--- src/hdl/fsa_params.svh ---
`ifndef FSA_PARAMS_SVH
`define FSA_PARAMS_SVH

// image geometry widths
`define FSA_IMG_WW 12
`define FSA_IMG_HW 12

// pixel widths, one gray channel in and rgb out
`define FSA_CH_W 8
`define FSA_OUT_W 24

// 8 entry output fifo
`define FSA_FIFO_AW 3

// free slots needed to accept, 5 in flight plus one
`define FSA_FIFO_AF 6

// green overlay
`define FSA_OVERLAY_COLOR 24'h00ff00

`endif

--- src/hdl/fsa_pkg.sv ---
`include "fsa_params.svh"

package fsa_pkg;

	typedef struct packed {
		logic [`FSA_CH_W-1:0] data;
		logic                 user;
		logic                 last;
	} pix_beat_t;

	typedef struct packed {
		logic [`FSA_IMG_WW-1:0] x;
		logic [`FSA_IMG_HW-1:0] y;
	} pix_pos_t;

	typedef struct packed {
		logic [`FSA_IMG_HW-1:0] top;
		logic [`FSA_IMG_HW-1:0] bot;
	} col_bound_t;

	// one side of the outline
	typedef struct packed {
		logic                   valid;
		logic [`FSA_IMG_WW-1:0] edge_x;
		logic                   corner_valid;
		logic [`FSA_IMG_WW-1:0] top_x;
		logic [`FSA_IMG_HW-1:0] top_y;
		logic [`FSA_IMG_WW-1:0] bot_x;
		logic [`FSA_IMG_HW-1:0] bot_y;
	} side_geom_t;

	typedef struct packed {
		side_geom_t left;
		side_geom_t right;
	} corner_geom_t;

	typedef struct packed {
		logic [`FSA_OUT_W-1:0] data;
		logic                  user;
		logic                  last;
	} out_word_t;

	typedef enum logic [1:0] {
		F_IDLE,
		F_ARMED,
		F_ACTIVE
	} frame_state_t;

endpackage

--- src/hdl/pixel_position_counter.sv ---
`timescale 1ns/1ns
`include "fsa_params.svh"

module pixel_position_counter
	import fsa_pkg::*;
(
	input  logic      clk,
	input  logic      resetn,
	input  logic      accept,
	input  pix_beat_t beat,
	output pix_pos_t  pos
);

	pix_pos_t cnt;

	// start of frame forces the origin
	assign pos = beat.user ? pix_pos_t'('0) : cnt;

	always_ff @(posedge clk) begin
		if (!resetn) begin
			cnt <= '0;
		end else if (accept) begin
			if (beat.last) begin
				cnt.x <= '0;
				cnt.y <= pos.y + `FSA_IMG_HW'd1;
			end else begin
				cnt.x <= pos.x + `FSA_IMG_WW'd1;
				cnt.y <= pos.y;
			end
		end
	end

endmodule

--- config.mk ---
export PLATFORM = sky130hd
export DESIGN_NAME = pixel_position_counter
export DESIGN_NICKNAME = d
export VERILOG_FILES = /design/src/hdl/fsa_pkg.sv /design/src/hdl/pixel_position_counter.sv
export VERILOG_INCLUDE_DIRS = /design/src /design/src/hdl
export SDC_FILE = /design/constraint.sdc
export NUM_CORES = 1
export LEC_CHECK = 0
export BUFFER_PORTS_ARGS = -buffer_cell sky130_fd_sc_hd__buf_4
export CAP_MARGIN = 10
export CORE_AREA = 2 2 70 72
export DETAILED_ROUTE_END_ITERATION = 8
export DIE_AREA = 0 0 72 74
export PLACE_DENSITY_LB_ADDON = 0.1
export SLEW_MARGIN = 25
export SYNTH_ARGS = -nofsm -noshare
export SYNTH_HDL_FRONTEND = slang
export SYNTH_SLANG_ARGS = --single-unit
export TNS_END_PERCENT = 5
--- constraint.sdc ---
create_clock -name clk -period 4.48 [get_ports clk]
set_input_delay 0.224 -clock clk [delete_from_list [all_inputs] [get_ports clk]]
set_output_delay 0.224 -clock clk [all_outputs]
set_load 0.1 [all_outputs]
==> metrics <==
TritonCTS clock tree=built; Setup CP Type=reg2reg; # setup viols final=0; Post-synth top flop=dfxtp_1; unrepaired setup endpoints after global routing=false; Multi-input gate area=approximately 990 sq um; final count of hold timing violations=0; leading cell type in the layout, fill and taps excluded=buf_4; Biggest register=cnt; min-delay src=resetn; P per Cell Area=223 nW/um^2; TritonCTS Buffers=3; max reg flops=24; Post-CTS Repair Setup Buffers=0; status=finished, final reports clean; largest net degree at the start of global routing=42; DP Worst Slack=about 2.4 ns; layout cell share with drive strength beyond 1=0.217; Worst R2R Setup Slack=2.47 ns; # diodes=0; Startpoint Class=flip-flop; flops & latches, synth=24; Least-Margin Pin Slew=0.363 ns; crit-path max cell delay=0.55 ns; Die Wd=72 um; Cells after Synth=180; slowest stage cell on the critical path=or4_1; Final HPWL DP=2650 um; fin. max-slew vios=0; min Tclk post-route=2.01 ns; Crit Path Max Fanout=5; Max-Cap Viols=0; period utilisation layout=0.450; GPL Wtd Cong=0.839; Cell variety after synth=51; H-tree depth=1; Slew headroom=0.752; setup TNS=0 ns; registers with the most flip-flops=cnt x24; cell area after synthesis=1530 sq um; critical path startpoint=cnt[12]; Max Clock Skew=0.00732 ns; worst r2r path cells=6; nets=219; placed cell area=1760 sq um; vias in the first global route=1333; syn_area_per_cell=8.52 sq um; Initial Util=0.334; drt pass-1 iters=4; FF-to-FF End=cnt[22]; layout filler cell count=roughly 470; final instance area=1820 sq um; EDFF count, synth=0; Crit. End Element=flip-flop; Arr. time, crit path=around 2.2 ns; final WL=~3800 um; # rows=25; Clk Latency, worst-skew pair=0.27 ns; post-CTS sizing=0; total number of vias=1394; Hold Crit Class=in2reg; clk root buf=clkbuf_8; Yosys Warn Count=0; final worst setup slack=2.47 ns; CP dominant cell by count=nand3_1; clock sinks=24; f_max=just under 500 MHz; DRT iter0 DRCs=56; peak supply drop=approximately 0.11 mV; Sequential Area=480 sq um; overall routing resource usage=0.151; cells along the critical path=nor2b_1 -> ha_1 -> and3_1 -> nand3_1 -> or4_1 -> nand3_1; GRT Residual Overflow=0; num ports=37; Area Overhead vs Synth=18.6%; core area=between 4000 and 5000 sq um; initial antenna violation count=0; syn nets=195; first-pass GRT wire length=between 6000 and 7000 um; clk slew on worst S/H paths=~0.10 ns; reg2reg start=cnt[12]; CTS max path bufs=2; WP data required=4.69 ns; Final ANT Viol Nets=0; Critical Path End=cnt[22]; vias per inst=5.42; commonest non-fill, non-tap cells in the layout=buf_4 (28), dfxtp_1 (24), nor2b_1 (22), nand2_1 (19), and2_1 (9); DRC viols=0; hold_buf cts=0; Routed WL per cell=14.9 um; DIE HEIGHT=74 um; async set-reset flop share out of synthesis=0; sequential area share after synthesis=0.313; die area=roughly 5300 sq um; IO buf count=28; leak pwr=about 0.73 nW
-- how the worst min path moves through the flow --
stage                          to  slack (ns)  depth (start not counted)
after global placement    cnt[23]        0.44                          2
after global routing       cnt[8]        0.31                          2
after detailed placement  cnt[23]        0.46                          2
final                     cnt[10]        0.32                          2
after CTS                 cnt[10]        0.32                          2
after floorplan           cnt[23]        0.42                          2
-- critical path: cells and delay by family, from the launching register on --
family / cells / cell delay [ns]
AND/OR/NAND/NOR: 5 / 1.30
flip-flops: 1 / 0.40
adder cells (fa/ha/maj): 1 / 0.26
-- where the power goes --
| group | internal, mW | total [mW] | switching, mW | leakage, nW |
|---|---|---|---|---|
| sequential | 0.214 | 0.215 | 0.00107 | 0.194 |
| clock | 0.0785 | 0.153 | 0.0744 | 0.0288 |
| combinational | 0.0114 | 0.0380 | 0.0266 | 0.511 |
-- synth_stat cells (3+ instances only) --
cell type   n  area share
a21boi_0    4       0.020
and2_1      9       0.037
and2b_1     4       0.020
and4b_2     4       0.029
clkbuf_1    5       0.012
dfxtp_1    24        0.31
inv_1       3      0.0073
mux2i_1     3       0.020
nand2_1    19       0.046
nand2b_1    3       0.012
nand3_1     4       0.013
nand3b_1    5       0.024
nand4_1     8       0.033
nor2_1      6       0.015
nor2b_1    22       0.090
o21ai_0     6       0.020
xnor2_1     3       0.017
xor2_1      3       0.017
-- area by class of cell --
cell class	instances	share of cell area
sequential	24	0.264
multi-input combinational	143	0.545
tap	54	0.0371
timing repair buffer	28	0.116
inverter	4	0.00825
clock buffer	4	0.0303
-- kinds of logic after synthesis --
family,after synthesis,synth area share
AO/OA/AOI/OAI,31,0.157
XOR/XNOR,6,0.0343
adder cells (fa/ha/maj),2,0.0163
buffers and inverters,13,0.0408
flip-flops,24,0.313
multiplexers,5,0.0343
AND/OR/NAND/NOR,99,0.405
-- per-layer routing --
metal	global-route usage	vias to the layer above	wire length [um]
met5	0	-	0
met4	0.0377	0	25
met3	0.0244	2	126
met2	0.255	19	1820
met1	0.204	679	1860
li1	-	694	-
-- per-stage QoR --
| stage | util | std cells | hold slack (ns) | power [mW] |
|---|---|---|---|---|
| global route | 0.396 | 257 | 0.312 | 0.424 |
| floorplan | - | 180 | 0.417 | 0.249 |
| detailed placement | 0.384 | 253 | 0.460 | 0.259 |
| finish | 0.396 | 257 | 0.317 | 0.406 |
| CTS | 0.396 | 257 | 0.316 | 0.414 |
| global placement | 0.384 | 253 | 0.438 | 0.258 |
Note: power is estimated with default switching activity, not from simulation.
