**config.mk**
```make
export PLATFORM = sky130hd
export DESIGN_NAME = stream_fifo
export DESIGN_NICKNAME = d
export VERILOG_FILES = /design/src/hdl/fsa_pkg.sv /design/src/hdl/stream_fifo.sv
export VERILOG_INCLUDE_DIRS = /design/src /design/src/hdl
export SDC_FILE = /design/constraint.sdc
export NUM_CORES = 1
export LEC_CHECK = 0
export ABC_CLOCK_PERIOD_IN_PS = 7300
export BUFFER_PORTS_ARGS = -buffer_cell sky130_fd_sc_hd__buf_2
export CAP_MARGIN = 20
export CELL_PAD_IN_SITES_DETAIL_PLACEMENT = 0
export CELL_PAD_IN_SITES_GLOBAL_PLACEMENT = 1
export CORE_ASPECT_RATIO = 0.5
export CORE_MARGIN = 8
export CORE_UTILIZATION = 56
export DETAILED_ROUTE_END_ITERATION = 10
export GPL_TIMING_DRIVEN = 0
export MAX_ROUTING_LAYER = met4
export PLACE_DENSITY_LB_ADDON = 0.15
export SETUP_SLACK_MARGIN = 0.4
export SYNTH_ARGS = -nofsm -noshare
export SYNTH_HDL_FRONTEND = slang
export SYNTH_SLANG_ARGS = --single-unit
```
**constraint.sdc**
```tcl
create_clock -name clk -period 7.3 [get_ports clk]
set_input_delay 0.73 -clock clk [delete_from_list [all_inputs] [get_ports clk]]
set_output_delay 0.73 -clock clk [all_outputs]
set_load 0.02 [all_outputs]
```
**src/hdl/fsa_params.svh**
```systemverilog
`ifndef FSA_PARAMS_SVH
`define FSA_PARAMS_SVH

// image geometry widths
`define FSA_IMG_WW 12
`define FSA_IMG_HW 12

// pixel widths, one gray channel in and rgb out
`define FSA_CH_W 8
`define FSA_OUT_W 24

// 8 entry output fifo
`define FSA_FIFO_AW 3

// free slots needed to accept, 5 in flight plus one
`define FSA_FIFO_AF 6

// green overlay
`define FSA_OVERLAY_COLOR 24'h00ff00

`endif

```
**src/hdl/fsa_pkg.sv**
```systemverilog
`include "fsa_params.svh"

package fsa_pkg;

	typedef struct packed {
		logic [`FSA_CH_W-1:0] data;
		logic                 user;
		logic                 last;
	} pix_beat_t;

	typedef struct packed {
		logic [`FSA_IMG_WW-1:0] x;
		logic [`FSA_IMG_HW-1:0] y;
	} pix_pos_t;

	typedef struct packed {
		logic [`FSA_IMG_HW-1:0] top;
		logic [`FSA_IMG_HW-1:0] bot;
	} col_bound_t;

	// one side of the outline
	typedef struct packed {
		logic                   valid;
		logic [`FSA_IMG_WW-1:0] edge_x;
		logic                   corner_valid;
		logic [`FSA_IMG_WW-1:0] top_x;
		logic [`FSA_IMG_HW-1:0] top_y;
		logic [`FSA_IMG_WW-1:0] bot_x;
		logic [`FSA_IMG_HW-1:0] bot_y;
	} side_geom_t;

	typedef struct packed {
		side_geom_t left;
		side_geom_t right;
	} corner_geom_t;

	typedef struct packed {
		logic [`FSA_OUT_W-1:0] data;
		logic                  user;
		logic                  last;
	} out_word_t;

	typedef enum logic [1:0] {
		F_IDLE,
		F_ARMED,
		F_ACTIVE
	} frame_state_t;

endpackage

```
**src/hdl/stream_fifo.sv**
```systemverilog
`timescale 1ns/1ns
`include "fsa_params.svh"

module stream_fifo
	import fsa_pkg::*;
(
	input  logic      clk,
	input  logic      resetn,
	input  logic      wr_en,
	input  out_word_t wr_word,
	output logic      almost_full,
	output logic      m_valid,
	output out_word_t m_word,
	input  logic      m_ready
);

	localparam int DEPTH = 1 << `FSA_FIFO_AW;

	out_word_t               mem [0:DEPTH-1];
	logic [`FSA_FIFO_AW:0]   wr_ptr;
	logic [`FSA_FIFO_AW:0]   rd_ptr;
	logic [`FSA_FIFO_AW:0]   count;
	logic                    empty;
	logic                    full;
	logic                    rd_en;

	assign count = wr_ptr - rd_ptr;
	assign empty = (count == '0);
	assign full  = count[`FSA_FIFO_AW];

	// set when fewer free slots than beats that can still arrive
	assign almost_full = (int'(count) > DEPTH - `FSA_FIFO_AF);

	assign rd_en = !empty && (!m_valid || m_ready);

	always_ff @(posedge clk) begin
		if (wr_en && !full) begin
			mem[wr_ptr[`FSA_FIFO_AW-1:0]] <= wr_word;
		end
	end

	always_ff @(posedge clk) begin
		if (!resetn) begin
			wr_ptr <= '0;
			rd_ptr <= '0;
		end else begin
			if (wr_en && !full) begin
				wr_ptr <= wr_ptr + 1'b1;
			end
			if (rd_en) begin
				rd_ptr <= rd_ptr + 1'b1;
			end
		end
	end

	// output register
	always_ff @(posedge clk) begin
		if (!resetn) begin
			m_valid <= 1'b0;
		end else if (rd_en) begin
			m_valid <= 1'b1;
		end else if (m_ready) begin
			m_valid <= 1'b0;
		end
	end

	always_ff @(posedge clk) begin
		if (rd_en) begin
			m_word <= mem[rd_ptr[`FSA_FIFO_AW-1:0]];
		end
	end

endmodule

```
==> run_results.csv <==
group,metric,value,unit
cts,cts_resized,0,
logic_synthesis,postSynthCellCount,477,
global_routing,grtUsageTotal,17.91,%
logic_synthesis,synth_edf_count,234,
critical_path,endpoint_kind,"flop",
critical_path,cp-start-kind,"flop",
cts,clock_path_buffers,3,
floorplanning,num_rows,33,
critical_path,max_stage_delay,0.89,ns
cts,htreeDepth,1,
critical_path,rr_startpoint,"rd_ptr[2]",
placement,dpl.cell_count,765,
logic_synthesis,syn-num-nets,513,
logic_synthesis,ys_types,40,
floorplanning,start_util,57.12,%
cts,worstSkewPairLatency,0.50,ns
route,drt.antenna.violating_nets,0,
critical_path,crit_start,"rd_ptr[2]",
placement,dp_hpwl,10810,µm
status,outcome,"finished, final reports clean",
cts,cts-root-buf,"clkbuf_16",
sta,finalCritPeriodShare,56.57,%
route,first_iter_violations,381,
route,wl,18370,µm
global_routing,antenna_found_initial,1,
critical_path,cpLargestDelayFamily,"simple AND/OR/NAND/NOR gates",
critical_path,crit_end,"mem[6][3]",
logic_synthesis,ys_warn_count,0,
logic_synthesis,synth_flop_cell,"edfxtp_1",
route,via_per_inst,5.734,
critical_path,cp_num_buf_inv,3,
critical_path,path_cells,"inv_1, clkbuf_1, clkbuf_1, ha_1, a21oi_1, a21oi_2, nor3b_2, and3_2",
sta,finalSetupViolations,0,
sta,setup_ws,3.170,ns
floorplanning,fp.coreArea,0.01635,mm²
sta,slew_headroom,40.01,%
layout,drive_gt1_share,27.51,%
placement,port-buffer-count,57,
cts,clk_pin_slew_worst_paths,0.07,ns
min_path,min_path_type,"in2reg",
critical_path,r2r_setup_slack,3.17,ns
critical_path,rr_worst_depth,8,
layout,final_common_cell,"edfxtp_1",
layout,n_fill_cell,1132,
layout,fin_cells,806,
floorplanning,fp.dieH,107.3,µm
layout,syn2layout_area_growth,13.83,%
floorplanning,fp.dieW,198.6,µm
power_and_ir_drop,power_density,391.5,mW/mm²
sta,fmax,242.2,MHz
critical_path,slowest_stage,"and3_2",
sta,clock_skew,0.01933,ns
logic_synthesis,async_flop_share,0,%
global_routing,overflow,0,
cts,hold_buffers,0,
floorplanning,dieArea,0.02132,mm²
sta,rsz0062_at_grt,"no",
logic_synthesis,synth_area,0.009339,mm²
cts,cts_tree,"built",
sta,period_minus_slack,4.130,ns
logic_synthesis,syn_area_per_cell,19.58,µm²
power_and_ir_drop,ir_worst_vdd,197.9,µV
route,wl_per_cell,22.79,µm
critical_path,crit_top_cell,"clkbuf_1",
global_routing,grt_pass1_wl,27650,µm
sta,timing.setup.tns,0,ns
cts,numCtsBuffers,22,
layout,final_cell_mix,"edfxtp_1, nand2_1, buf_2",
critical_path,cp_max_fo,26,
critical_path,rr_endpoint,"mem[6][3]",
placement,gp_congestion,0.7724,
route,drc_errors,0,
layout,fin_util,65.01,%
floorplanning,ios,58,
global_routing,grt_max_degree,27,
sta,tightest_slew,0.8998,ns
power_and_ir_drop,p_leak,3.596,nW
power_and_ir_drop,totalPowerFinal,4.162,mW
critical_path,crit_cells,8,
route,first_pass_iters,5,
sta,finalMaxSlewViolations,0,
global_routing,first_global_vias,4667,
placement,pre_cts_ws,3.219,ns
route,dr_total_vias,4622,
cts,clock-sinks,243,
critical_path,crit_arrival,4.25,ns
cts,post-cts-setup-buffers,0,
critical_path,critPathRequiredTime,7.42,ns
sta,finalHoldViolCount,0,
logic_synthesis,yosysSeqAreaShare,77.17,%
layout,finalNetCount,598,
critical_path,criticalPathCategory,"reg2reg",
run,cap_violations,0,
logic_synthesis,synth-seq-cells,243,
==> Yosys cell counts, types with 4 or more instances <==
cell	instances	area share (%)
nand3_1	5	0.27
o311ai_0	4	0.38
edfxtp_1	234	75
nand2_1	89	3.6
ha_1	5	0.67
a21oi_1	4	0.21
and3_1	9	0.60
buf_2	5	0.27
mux4_2	52	13
clkbuf_1	10	0.40
nor2_1	4	0.16
dfxtp_1	9	1.9
inv_1	6	0.24
==> where the power goes <==
part | leakage [nW] | switching (mW) | internal [mW]
clock network | 0.307 | 0.478 | 0.559
logic | 1.07 | 0.786 | 0.491
registers | 2.22 | 0.0520 | 1.80
total | 3.60 | 1.32 | 2.85
==> layout make-up <==
class / count / area (µm²) / share of cell area [%]
flip-flops and latches: 243 / 7207 / 67.80
multi-input cells: 209 / 2046 / 19.24
clock buffers: 29 / 576.8 / 5.426
repair buffers: 61 / 342.8 / 3.225
well taps: 227 / 284.0 / 2.672
plain buffers: 19 / 88.84 / 0.8357
clock inverters: 11 / 60.06 / 0.5650
inverters: 6 / 22.52 / 0.2119
diodes: 1 / 2.502 / 0.02354
==> worst min-delay path by stage <==
stage / endpoint / slack [ns] / cells past startpoint / from
6_report: mem[3][15] / 0.49 / 1 / wr_word[15]
5_1_grt: mem[5][1] / 0.49 / 1 / wr_word[1]
3_3_place_gp: wr_ptr[3] / 0.49 / 2 / wr_ptr[3]
2_1_floorplan: wr_ptr[3] / 0.48 / 2 / wr_ptr[3]
3_5_place_dp: wr_ptr[3] / 0.51 / 2 / wr_ptr[3]
4_1_cts: mem[1][15] / 0.48 / 1 / wr_word[15]
==> worst reg2reg max path, stage by stage, from the launching register on <==
cell      delay [ns]
dfxtp_1         0.33
inv_1           0.07
clkbuf_1        0.45
clkbuf_1        0.58
ha_1            0.44
a21oi_1         0.33
a21oi_2         0.17
nor3b_2         0.49
and3_2          0.89
==> per-layer routing <==
layer	GRT usage (%)	up-vias	share of wire (%)
met2	27.47	132	46
met4	2.946	0	1.2
met3	3.027	24	5.5
met5	-	-	0
li1	-	2078	-
met1	25.66	2388	47
==> kinds of logic (layout without fill, tap and decap cells) <==
family	after synthesis	after routing	synth area share (%)
buffers and inverters	25	126	1.192
AND/OR/NAND/NOR	124	124	5.949
AO/OA/AOI/OAI	20	20	1.568
XOR/XNOR	4	4	0.3752
other	0	1	0
multiplexers	55	55	12.86
adder cells (fa/ha/maj)	6	6	0.8843
flip-flops	243	243	77.17
==> state kept, by name, summed over array words and instances, names as in the netlist <==
| register | count |
|---|---|
| mem | 208 |
| m_valid | 1 |
| wr_ptr | 4 |
| rd_ptr | 4 |
| m_word | 26 |
==> stage by stage <==
step | area, µm² | hold WS [ns]
after floorplan | 9339 | 0.4790
after global placement | 9908 | 0.4908
after detailed placement | 9991 | 0.5059
after CTS | 10630 | 0.4771
after global routing | 10630 | 0.4928
final | 10630 | 0.4935
No activity file was read; power rests on OpenSTA's default activity.
