## src/hdl/fsa_params.svh

```systemverilog
`ifndef FSA_PARAMS_SVH
`define FSA_PARAMS_SVH

// image geometry widths
`define FSA_IMG_WW 12
`define FSA_IMG_HW 12

// pixel widths, one gray channel in and rgb out
`define FSA_CH_W 8
`define FSA_OUT_W 24

// 8 entry output fifo
`define FSA_FIFO_AW 3

// free slots needed to accept, 5 in flight plus one
`define FSA_FIFO_AF 6

// green overlay
`define FSA_OVERLAY_COLOR 24'h00ff00

`endif

```

## src/hdl/fsa_pkg.sv

```systemverilog
`include "fsa_params.svh"

package fsa_pkg;

	typedef struct packed {
		logic [`FSA_CH_W-1:0] data;
		logic                 user;
		logic                 last;
	} pix_beat_t;

	typedef struct packed {
		logic [`FSA_IMG_WW-1:0] x;
		logic [`FSA_IMG_HW-1:0] y;
	} pix_pos_t;

	typedef struct packed {
		logic [`FSA_IMG_HW-1:0] top;
		logic [`FSA_IMG_HW-1:0] bot;
	} col_bound_t;

	// one side of the outline
	typedef struct packed {
		logic                   valid;
		logic [`FSA_IMG_WW-1:0] edge_x;
		logic                   corner_valid;
		logic [`FSA_IMG_WW-1:0] top_x;
		logic [`FSA_IMG_HW-1:0] top_y;
		logic [`FSA_IMG_WW-1:0] bot_x;
		logic [`FSA_IMG_HW-1:0] bot_y;
	} side_geom_t;

	typedef struct packed {
		side_geom_t left;
		side_geom_t right;
	} corner_geom_t;

	typedef struct packed {
		logic [`FSA_OUT_W-1:0] data;
		logic                  user;
		logic                  last;
	} out_word_t;

	typedef enum logic [1:0] {
		F_IDLE,
		F_ARMED,
		F_ACTIVE
	} frame_state_t;

endpackage

```

## src/hdl/corner_overlay_pipe.sv

```systemverilog
`timescale 1ns/1ns
`include "fsa_params.svh"

module corner_overlay_pipe
	import fsa_pkg::*;
(
	input  logic         clk,
	input  logic         resetn,
	input  logic         accept,
	input  pix_beat_t    beat,
	input  pix_pos_t     pos,
	input  logic         frame_overlay,
	input  corner_geom_t geom,
	input  col_bound_t   bound,
	output logic         fifo_wr,
	output out_word_t    fifo_word
);

	pix_beat_t              beat_q [1:4];
	pix_pos_t               pos_q  [1:3];
	logic [4:1]             vld_q;
	logic [4:1]             ovl_q;
	logic [`FSA_IMG_WW-1:0] px;
	logic [`FSA_IMG_HW-1:0] py;
	logic                   lt_hit;
	logic                   lb_hit;
	logic                   rt_hit;
	logic                   rb_hit;
	logic                   lt_q;
	logic                   lb_q;
	logic                   rt_q;
	logic                   rb_q;
	logic                   use_overlay;

	always_ff @(posedge clk) begin
		if (!resetn) begin
			vld_q <= '0;
		end else begin
			vld_q <= {vld_q[3:1], accept};
		end
	end

	// stages 1 to 4 payload
	always_ff @(posedge clk) begin
		beat_q[1] <= beat;
		pos_q[1]  <= pos;
		for (int i = 2; i <= 3; i++) begin
			beat_q[i] <= beat_q[i-1];
			pos_q[i]  <= pos_q[i-1];
		end
		beat_q[4] <= beat_q[3];
		ovl_q     <= {ovl_q[3:1], frame_overlay};
	end

	// bound is valid for the stage 3 column
	assign px = pos_q[3].x;
	assign py = pos_q[3].y;

	assign lt_hit = geom.left.corner_valid
		&& (py >= geom.left.top_y) && (py < bound.top)
		&& (px > geom.left.top_x) && (px <= geom.left.edge_x);

	assign lb_hit = geom.left.corner_valid
		&& (py <= geom.left.bot_y) && (py > bound.bot)
		&& (px > geom.left.bot_x) && (px <= geom.left.edge_x);

	// right side mirrored about the edge
	assign rt_hit = geom.right.corner_valid
		&& (py >= geom.right.top_y) && (py < bound.top)
		&& (px >= geom.right.edge_x) && (px < geom.right.top_x);

	assign rb_hit = geom.right.corner_valid
		&& (py <= geom.right.bot_y) && (py > bound.bot)
		&& (px >= geom.right.edge_x) && (px < geom.right.bot_x);

	always_ff @(posedge clk) begin
		if (!resetn) begin
			lt_q <= 1'b0;
			lb_q <= 1'b0;
			rt_q <= 1'b0;
			rb_q <= 1'b0;
		end else begin
			lt_q <= lt_hit;
			lb_q <= lb_hit;
			rt_q <= rt_hit;
			rb_q <= rb_hit;
		end
	end

	assign use_overlay = ovl_q[4]
		&& ((geom.left.valid && (lt_q || lb_q))
		|| (geom.right.valid && (rt_q || rb_q)));

	// stage 5 into the fifo
	always_ff @(posedge clk) begin
		if (!resetn) begin
			fifo_wr <= 1'b0;
		end else begin
			fifo_wr <= vld_q[4];
		end
	end

	always_ff @(posedge clk) begin
		fifo_word.user <= beat_q[4].user;
		fifo_word.last <= beat_q[4].last;
		if (use_overlay) begin
			fifo_word.data <= `FSA_OVERLAY_COLOR;
		end else begin
			fifo_word.data <= {3{beat_q[4].data}};
		end
	end

endmodule

```

## config.mk

```make
export PLATFORM = sky130hd
export DESIGN_NAME = corner_overlay_pipe
export DESIGN_NICKNAME = d
export VERILOG_FILES = /design/src/hdl/fsa_pkg.sv /design/src/hdl/corner_overlay_pipe.sv
export VERILOG_INCLUDE_DIRS = /design/src /design/src/hdl
export SDC_FILE = /design/constraint.sdc
export NUM_CORES = 1
export LEC_CHECK = 0
export CAP_MARGIN = 10
export CORE_ASPECT_RATIO = 0.7
export CORE_MARGIN = 3
export CORE_UTILIZATION = 31
export DETAILED_ROUTE_END_ITERATION = 6
export DONT_BUFFER_PORTS = 1
export PLACE_DENSITY = 0.46
export SYNTH_ARGS = -nofsm -noshare
export SYNTH_HDL_FRONTEND = slang
export SYNTH_SLANG_ARGS = --single-unit
```

## constraint.sdc

```tcl
create_clock -name clk -period 3.15 [get_ports clk]
set_input_delay 0.1575 -clock clk [delete_from_list [all_inputs] [get_ports clk]]
set_output_delay 0.1575 -clock clk [all_outputs]
set_load 0.03 [all_outputs]
```

==> out/results.ini, run 1 <==
[timing]
setup_viol=0
final-max-slew-violation-count=0
worst_slew_pin_slew_ns=0.690
rsz0062_at_grt=no
min_period_ns=2.24
clock_skew_ns=0.00995
layout_worst_path_cycle_share=0.711
finalHoldViolCount=0
fin_tns_setup_ns=0
relSlewSlack=0.528
fmax_ghz=0.446

[cts]
cts_buffers=17
cts_resized=0
clk_pin_slew_ns=0.07
cts_root_buf=clkbuf_16
clk_latency_ns=0.41
cts_max_level=4
numClockSinks=143
cts.path.max_buffers=2
cts_tree=yes

[layout]
fin_util=0.386
fill_cells=2069
fin_nets=1032
post_route_cells_drive_above_1_share=0.0572
syn_to_final_growth_pct=19.6
final_area_um2=7820

[detailed_routing]
ant_nets=0
wl_per_cell_um=16.6
dr.pass1.iters=4
vias_per_cell=4.66
detail_route.iter0.violations=116
vias=4608
drt-total-wl_mm=16.4
drcViolationCount=0

[run]
drv_cap=0

[placed_design]
placed_area_um2=6830
io_buffers=0
hpwl_mm=13.8
gp_congestion=0.833

[critical_path]
end_kind=flip-flop
cp.required_ns=3.44
crit_fanout=6
arrival_ns=2.53
critPathKind=reg -> reg
start_kind=flip-flop

[pwr]
power.density_nw_per_um2=585
peakVddDrop_v=0.000278
p_leak_uw=0.00395

[logic_synthesis]
ys_warn_count=0
synth_edf_count=0
ys_seq_elements=143
avgSynthCellArea_um2=9.96
syn_area_um2=6540
synth_seq_area_share=0.438
syn-num-nets=983
synth_flop_cell=dfxtp_1
synth.distinct_cells=37
synth-async-reset-ratio=0
synthesis.instances=656

[grt]
grt_max_degree=17
antenna_found_initial=2
grt_pass1_vias=5057
grt_usage=0.147
grt_overflow=0
grt_pass1_wl_mm=26.0

[floorplan]
dieArea_um2=22900
initial_utilization=0.323
die_w_um=180
num_rows=43
core-area_um2=20200
io_pins=213
fp.dieH_um=127

[status]
status=finished, final reports clean

[hold_path]
hp-class=in -> reg

==> worst paths after layout <==
| check | to | cells after the start | slack, ns | startpoint |
|---|---|---|---|---|
| hold / removal | rb_q | 2 | 0.02 | geom[48] |
| hold reg to reg | pos_q[0][75] | 0 | 0.32 | pos_q[0][51] |
| setup reg to reg | lb_q | 7 | 0.91 | pos_q[0][74] |
| setup / recovery | lb_q | 7 | 0.91 | pos_q[0][74] |
==> registers in the layout, indices dropped and copies added, names as in the netlist <==
register,cells
lt_q,1
fifo_wr,1
vld_q,4
rt_q,1
beat_q,40
fifo_word,18
lb_q,1
ovl_q,4
pos_q,72
rb_q,1
==> critical path, stage by stage, from the launching register on <==
cell	delay, ns
dfxtp_1	0.48
ha_1	0.31
a21oi_1	0.15
o22ai_1	0.09
o21a_1	0.17
a2111oi_0	0.64
or4_1	0.24
a211oi_2	0.05
==> per-layer routing <==
| metal | global-route usage | vias up | wire (um) |
|---|---|---|---|
| met5 | 0 | - | 13 |
| met4 | 0.0468 | 2 | 271 |
| met3 | 0.0495 | 19 | 962 |
| met2 | 0.232 | 130 | 7270 |
| met1 | 0.190 | 2121 | 7890 |
| li1 | - | 2336 | - |
==> synth_stat cells (all sizes together), types with 3 or more instances <==
library cell    n  area share
nand3          10      0.0077
buf             8      0.0092
o211ai          5      0.0057
inv           136       0.078
nor2b          16       0.015
nor2           14      0.0080
ha            141        0.27
a21oi          43       0.033
nand4          25       0.024
and2            5      0.0048
o21ai          16       0.012
nor3            8      0.0069
nand2b          3      0.0029
dfxtp         143        0.44
a2111oi         7      0.0094
a211oi         12       0.015
nand2          20       0.011
a21o           19       0.022
or2             8      0.0077
==> layout make-up <==
class	instances	area [um^2]	share of cell area
timing repair buffer	39	385	0.0493
multi-input combinational	368	3100	0.397
clock inverter	14	191	0.0245
sequential	143	2860	0.366
tap	270	338	0.0432
inverter	136	510	0.0653
clock buffer	17	425	0.0544
antenna	1	2.50	0.000320
==> report_power, final <==
group	total (uW)	switching, uW	internal [uW]	leakage (uW)
Combinational	457	235	222	0.00246
Clock	2100	784	1320	0.000291
Sequential	2010	106	1910	0.00120
Total	4570	1120	3450	0.00395
==> cell usage in the layout, fill, tap and decap left out, types with 12 or more instances in the layout <==
master,instances
a21o_1,19
a21oi_1,43
clkbuf_16,17
dfxtp_1,143
dlygate4sd3_1,37
ha_1,141
inv_1,136
nand2_1,20
nand4_1,25
nor2_1,14
nor2b_1,16
o21ai_0,12
==> repair_timing <==
item / in CTS / in global routing
endpoints found under the hold margin: 40 / 0
hold buffers: 37 / 0
buffers inserted: 0 / 0
==> stage by stage <==
step                worst slack [ns]  hold slack, ns  std cells  total power [uW]
floorplan                       1.32           0.185        656              2350
global placement               0.862           0.185        919              2450
detailed placement             0.823           0.185        919              2470
CTS                            0.800         0.00172        987              4650
global route                   0.719         0.00838        988              4830
finish                         0.910          0.0237        988              4570
==> kinds of logic after synthesis <==
| group | Yosys count | share of synthesized area |
|---|---|---|
| fa+ha+maj | 141 | 0.270 |
| buf+inv | 145 | 0.0879 |
| flops | 143 | 0.438 |
| compound gates | 112 | 0.109 |
| simple gates | 115 | 0.0948 |
(Power assumes the default switching activity.)
==> run 2: changes to the inputs <==
- ABC_AREA: default -> 1
- clock period: 3.15 -> 2.2 ns (I/O delays scaled with it)
==> run 2 against run 1 <==
Net effect:
- power rose by 40%
- register-to-register slack got worse by 0.43 ns
- non-clock buffer count fell by 1
- clock power rose by 36%
- first-iteration DRC count rose by 65%
- wire length rose by 2.0%
==> out/results.ini, run 2 <==
[status]
status=finished, final reports clean

[detailed_routing]
wl_met1_mm=8.54  ; +8.3%
ant_nets=0  ; unchanged
wl_met2_mm=6.51  ; -10%
vias=4791  ; +4.0%
wl_per_cell_um=14.6  ; -12%
dr_wl_met3_mm=1.40  ; +46%
drt-total-wl_mm=16.7  ; +2.0%
top_layer=met5
vias_per_cell=4.20  ; -10%
detail_route.iter0.violations=191  ; +65%
dr.pass1.iters=4  ; unchanged
drcViolationCount=0  ; unchanged

[pwr]
p_leak_uw=0.00444  ; +12%
power.density_nw_per_um2=792  ; +35%
peakVddDrop_v=0.000518  ; +86%

[floorplan]
io_pins=213  ; unchanged
die_w_um=184  ; +2.3%
num_rows=44  ; +2.3%
fp.dieH_um=130  ; +2.2%
dieArea_um2=23900  ; +4.6%
core-area_um2=21200  ; +4.8%
initial_utilization=0.323  ; about the same

[critical_path]
r2r-start=pos_q[0][81]
crit_slowest_cell=dfxtp_1
reg2regPathDepth=8  ; +1
critPathKind=reg -> reg
start_kind=flip-flop
cp_slowest_stage_delay_ns=0.50  ; -0.14 ns
cp.required_ns=2.52  ; -0.92 ns
path_cells=ha_1, a21oi_1, nor2_1, nor2_1, nand3_2, and2_1, nand2_1, nor2_1
rr_endpoint=lb_q
crit_fanout=6  ; unchanged
worst-r2r-setup-slack_ns=0.48  ; -0.43 ns
end_kind=flip-flop
arrival_ns=2.04  ; -0.49 ns
path_common_cell=nor2_1

[cts]
cts_max_level=4  ; unchanged
cts.path.max_buffers=2  ; unchanged
cts_tree=yes
cts_root_buf=clkbuf_16
clk_latency_ns=0.42  ; about the same
clk_pin_slew_ns=0.06  ; about the same
cts_buffers=17  ; unchanged
cts_resized=0  ; unchanged
numClockSinks=143  ; unchanged

[grt]
grt_pass1_wl_mm=25.0  ; -3.8%
grt_overflow=0  ; unchanged
grt_usage=0.141  ; -0.00513
antenna_found_initial=4  ; +2
grt_max_degree=17  ; unchanged
grt_pass1_vias=4507  ; -11%

[timing]
fmax_ghz=0.582  ; +30%
relSlewSlack=0.610  ; +0.0821
layout_worst_path_cycle_share=0.781  ; +0.0701
rsz0062_at_grt=no
clock_skew_ns=0.00914  ; -0.000818 ns
min_period_ns=1.72  ; -0.521 ns
fin_tns_setup_ns=0  ; unchanged
worst_slew_pin_slew_ns=0.584  ; -0.106 ns
finalHoldViolCount=0  ; unchanged
setup_viol=0  ; unchanged
final-max-slew-violation-count=0  ; unchanged

[placed_design]
hpwl_mm=13.8  ; about the same
placed_area_um2=7130  ; +4.5%
io_buffers=0  ; unchanged
gp_congestion=0.764  ; -8.3%

[layout]
top_register=pos_q
ff_latch_area_um2=2860  ; unchanged
most-common-layout-cells=inv_1 (194), nand2_1 (143), dfxtp_1 (143), ha_1 (141), a21oi_1 (52)
multi_input_area_um2=3190  ; +3.0%
syn_to_final_growth_pct=18.3
fill_cells=2165  ; +4.6%
layout_commonest_cell=inv_1
final_area_um2=8100  ; +3.6%
post_route_cells_drive_above_1_share=0.0473  ; -0.00984
largest_reg_flops=72  ; unchanged
fin_nets=1180  ; +14%
antenna_cells=0  ; -1
reg.largest.list=pos_q x72, beat_q x40, fifo_word x18

[hold_path]
worstHoldEndpoint=lb_q
hp-start=resetn
whs_path_depth=6  ; +4
hp-class=in -> reg

[logic_synthesis]
yosys-top-cells-area=dfxtp_1 (42%), ha_1 (26%), inv_1 (11%), nand2_1 (7.8%), a21oi_1 (3.8%)
synthesis.instances=804  ; +23%
synth-async-reset-ratio=0  ; unchanged
synth.distinct_cells=25  ; -32%
ys_warn_count=0  ; unchanged
avgSynthCellArea_um2=8.52  ; -15%
synthTopCellsByCount=inv_1 (194), dfxtp_1 (143), nand2_1 (143)
ys_seq_elements=143  ; unchanged
yosysTopAreaCell=dfxtp_1
synth_flop_cell=dfxtp_1
syn_area_um2=6850  ; +4.7%
yosys.cell_count.top_type=inv_1
synth_top_area_frac=0.418  ; -0.0198
synth_edf_count=0  ; unchanged
syn-num-nets=1131  ; +15%
synth_seq_area_share=0.418  ; -0.0198

[run]
drv_cap=0  ; unchanged

run 2: changes by cell type in the layout (fill, tap and decap cells not counted), sizes merged, moves of 9 or more:
cell and delta:
a211oi -11, a21o -15, a21oi +9, inv +67
nand2 +126, nand4 -12, nor2 +30, nor2b -16
run 2: critical path, delay by kind of cell, from the launching register on:
family / cells / cell delay [ns]
adders and majority gates: 1 / 0.31
DFF: 1 / 0.50
AOI/OAI and AO/OA: 1 / 0.16
and+or+nand+nor: 6 / 0.65
run 2: metal layers:
layer	track usage	vias to the layer above
met4	0.0474	8
met1	0.202	2005
met5	0	-
li1	-	2618
met2	0.190	138
met3	0.0582	22
run 2: worst max-delay path by stage:
stage                 start   end  slack [ns]  cells after the start
2_1_floorplan  pos_q[0][83]  lb_q        0.86                      9
3_3_place_gp   pos_q[0][81]  lb_q        0.46                      8
3_5_place_dp   pos_q[0][81]  lb_q        0.47                      8
4_1_cts        pos_q[0][81]  lb_q        0.46                      8
5_1_grt        pos_q[0][73]  lt_q        0.34                      8
6_report       pos_q[0][81]  lb_q        0.48                      8
run 2: area by class of cell:
class                      instances  share of cell area
timing repair buffer              38              0.0470
clock buffer                      18              0.0542
inverter                         195              0.0904
tap                              276              0.0427
sequential                       143               0.354
multi-input combinational        458               0.394
clock inverter                    14              0.0179
run 2: repair_timing:
action,in CTS,in global routing
endpoints found under the setup margin,0,0
hold endpoints to repair,42,0
buffers inserted,0,0
hold buffers,38,0
run 2: logic make-up (layout without fill, tap and decap cells):
group | Yosys count | count (layout) | synth area share
compound gates | 82 | 82 | 0.0641
simple gates | 235 | 235 | 0.144
buf+inv | 203 | 265 | 0.116
fa+ha+maj | 141 | 141 | 0.258
flops | 143 | 143 | 0.418
run 2: per-stage QoR:
| stage | instances | hold slack [ns] | setup slack, ns | power [uW] | util |
|---|---|---|---|---|---|
| floorplan | 804 | 0.138 | 0.859 | 3400 | - |
| global placement | 1072 | 0.138 | 0.461 | 3580 | 0.336 |
| detailed placement | 1072 | 0.138 | 0.472 | 3580 | 0.336 |
| CTS | 1142 | 0.00301 | 0.458 | 6540 | 0.382 |
| global route | 1142 | 0.0564 | 0.336 | 6790 | 0.382 |
| finish | 1142 | 0.0271 | 0.481 | 6420 | 0.382 |
run 2: power breakdown:
group / switching, uW / internal (uW) / total, uW / leakage, uW
registers: 139 / 2730 / 2870 / 0.00120
clock network: 1220 / 1630 / 2850 / 0.000284
logic: 389 / 310 / 700 / 0.00296
total: 1750 / 4670 / 6420 / 0.00444
==> run 3: changes to the inputs <==
- clock period: 2.2 -> 1.6 ns (I/O delays scaled with it)
==> run 3 against run 2 <==
Net effect:
- count of clock-buffer cells in the layout rose by 1
- die area did not move
- core utilization rose by 1.4 points
- first-iteration DRC count fell by 29%
==> out/results.ini, run 3 (synthesized netlist as in run 2, its figures left out) <==
[status]
status=finished, final reports clean

[layout]
syn_to_final_growth_pct=22.6
layout_commonest_cell=inv_1
antenna_cells=0  ; unchanged
top_register=pos_q
fin_util=0.396  ; +0.0142
most-common-layout-cells=inv_1 (194), nand2_1 (137), ha_1 (135), dfxtp_1 (123), a21oi_1 (49)
fill_cells=2137  ; -1.3%
stdcell_count=1147  ; +0.44%
largest_reg_flops=72  ; unchanged
reg.largest.list=pos_q x72, beat_q x40, fifo_word x18
post_route_cells_drive_above_1_share=0.115  ; +0.0675
fin_nets=1185  ; +0.42%

[cts]
clk_latency_ns=0.42  ; about the same
numClockSinks=143  ; unchanged
cts_tree=yes
clk_pin_slew_ns=0.06  ; about the same
cts_max_level=4  ; unchanged
cts.path.max_buffers=2  ; unchanged
cts_root_buf=clkbuf_16
cts_buffers=17  ; unchanged

[timing]
rsz0062_at_grt=yes
worst_slew_pin_slew_ns=0.618  ; +0.0343 ns
finalHoldViolCount=0  ; unchanged
setup_viol=0  ; unchanged
final-max-slew-violation-count=0  ; unchanged
fmax_ghz=0.652  ; +12%
fin_tns_setup_ns=0  ; unchanged
layout_worst_path_cycle_share=0.958  ; +0.177
clock_skew_ns=0.00968  ; +0.000541 ns
min_period_ns=1.53  ; -0.185 ns
relSlewSlack=0.587  ; -0.0229
fin_ws_ns=0.0664  ; -0.415 ns

[grt]
grt_usage=0.146  ; +0.00488
grt_pass1_vias=4786  ; +6.2%
grt_pass1_wl_mm=25.9  ; +3.7%
grt_max_degree=17  ; unchanged
grt_overflow=0  ; unchanged
antenna_found_initial=1  ; -3

[placed_design]
hpwl_mm=14.1  ; +2.0%
dp_cells=1077  ; +0.47%
gp_congestion=0.771  ; +0.98%
pre_cts_ws_ns=-0.187  ; -0.659 ns
io_buffers=0  ; unchanged

[detailed_routing]
drt-total-wl_mm=17.2  ; +2.9%
drcViolationCount=0  ; unchanged
ant_nets=0  ; unchanged
wl_per_cell_um=15.0  ; +2.5%
dr.pass1.iters=4  ; unchanged
vias=4818  ; +0.56%
vias_per_cell=4.20  ; +0.13%
detail_route.iter0.violations=135  ; -29%

[critical_path]
start_kind=flip-flop
cp_top_family=simple AND/OR/NAND/NOR gates
crit_slowest_cell=dfxtp_2
end_kind=flip-flop
cp.required_ns=1.96  ; -0.56 ns
cp_slowest_stage_delay_ns=0.32  ; -0.18 ns
cp.buffers_inverters=2  ; +2
critPathKind=reg -> reg
crit_fanout=4  ; -2
arrival_ns=1.90  ; -0.14 ns
path_cells=buf_4, ha_4, inv_1, nor2_2, o21ai_2, a21oi_2, nor2_1, nor2_1, nand2_2, nor2_1
path_common_cell=nor2_1

[floorplan]
dieArea_um2=23900  ; unchanged
die_w_um=184  ; unchanged
initial_utilization=0.323  ; unchanged
io_pins=213  ; unchanged
fp.dieH_um=130  ; unchanged
core-area_um2=21200  ; unchanged
num_rows=44  ; unchanged

[pwr]
peakVddDrop_v=0.00128  ; +150%
power.density_nw_per_um2=1080  ; +37%
p_leak_uw=0.00453  ; +1.9%

[run]
drv_cap=0  ; unchanged

[hold_path]
hp-class=in -> reg

-- run 3: cell count changes in the layout (fill, tap and decap cells not counted), sizes merged --
cell / delta
buf: +6
bufinv: +2
clkbuf: +1
clkinv: +1
clkinvlp: -1
dlygate4sd3: -1
inv: -3
-- run 3: layer usage --
layer  part of all wire  track usage
met1               0.52        0.212
met2               0.40        0.204
met3              0.063       0.0546
met4              0.010       0.0363
met5            0.00076            0
-- run 3: worst paths after layout --
| check | startpoint | to | slack, ns | cells past startpoint |
|---|---|---|---|---|
| max | pos_q[0][85] | lb_q | 0.07 | 10 |
| min | geom[110] | lt_q | 0.03 | 6 |
| max reg2reg | pos_q[0][85] | lb_q | 0.07 | 10 |
| min reg2reg | beat_q[0][31] | beat_q[0][41] | 0.32 | 0 |
-- run 3: layout make-up --
class / count / area [um^2] / area share
repair buffers: 43 / 419 / 0.0499
inverters: 195 / 732 / 0.0872
clock inverters: 13 / 178 / 0.0212
multi-input cells: 458 / 3390 / 0.404
clock buffers: 19 / 433 / 0.0516
flip-flops and latches: 143 / 2900 / 0.345
well taps: 276 / 345 / 0.0411
-- run 3: per-stage QoR --
step	power (uW)	hold WS (ns)	area, um^2
global route	9620	0.0552	8400
floorplan	4680	0.108	6850
finish	9100	0.0260	8400
CTS	9200	0.0168	8200
detailed placement	4930	0.108	7170
global placement	4930	0.108	7170
-- run 3: report_power, final --
group	internal [uW]	switching [uW]
combinational	473	580
sequential	3750	192
clock	2490	1610
total	6720	2380
-- run 3: tightest hold or removal path, stage by stage --
cell	delay [ns]
nand2_1	0.04
inv_1	0.04
o21ai_2	0.06
inv_1	0.05
nand3_1	0.08
nor2_1	0.05
-- run 3: what timing repair did --
item                       in CTS  in global routing
setup buffers                   0                  1
gates resized for setup        24                 46
setup endpoints to repair       4                  4
hold endpoints to repair       40                  0
pin swaps                       3                 20
gates cloned                    0                  0
hold buffers                   37                  0
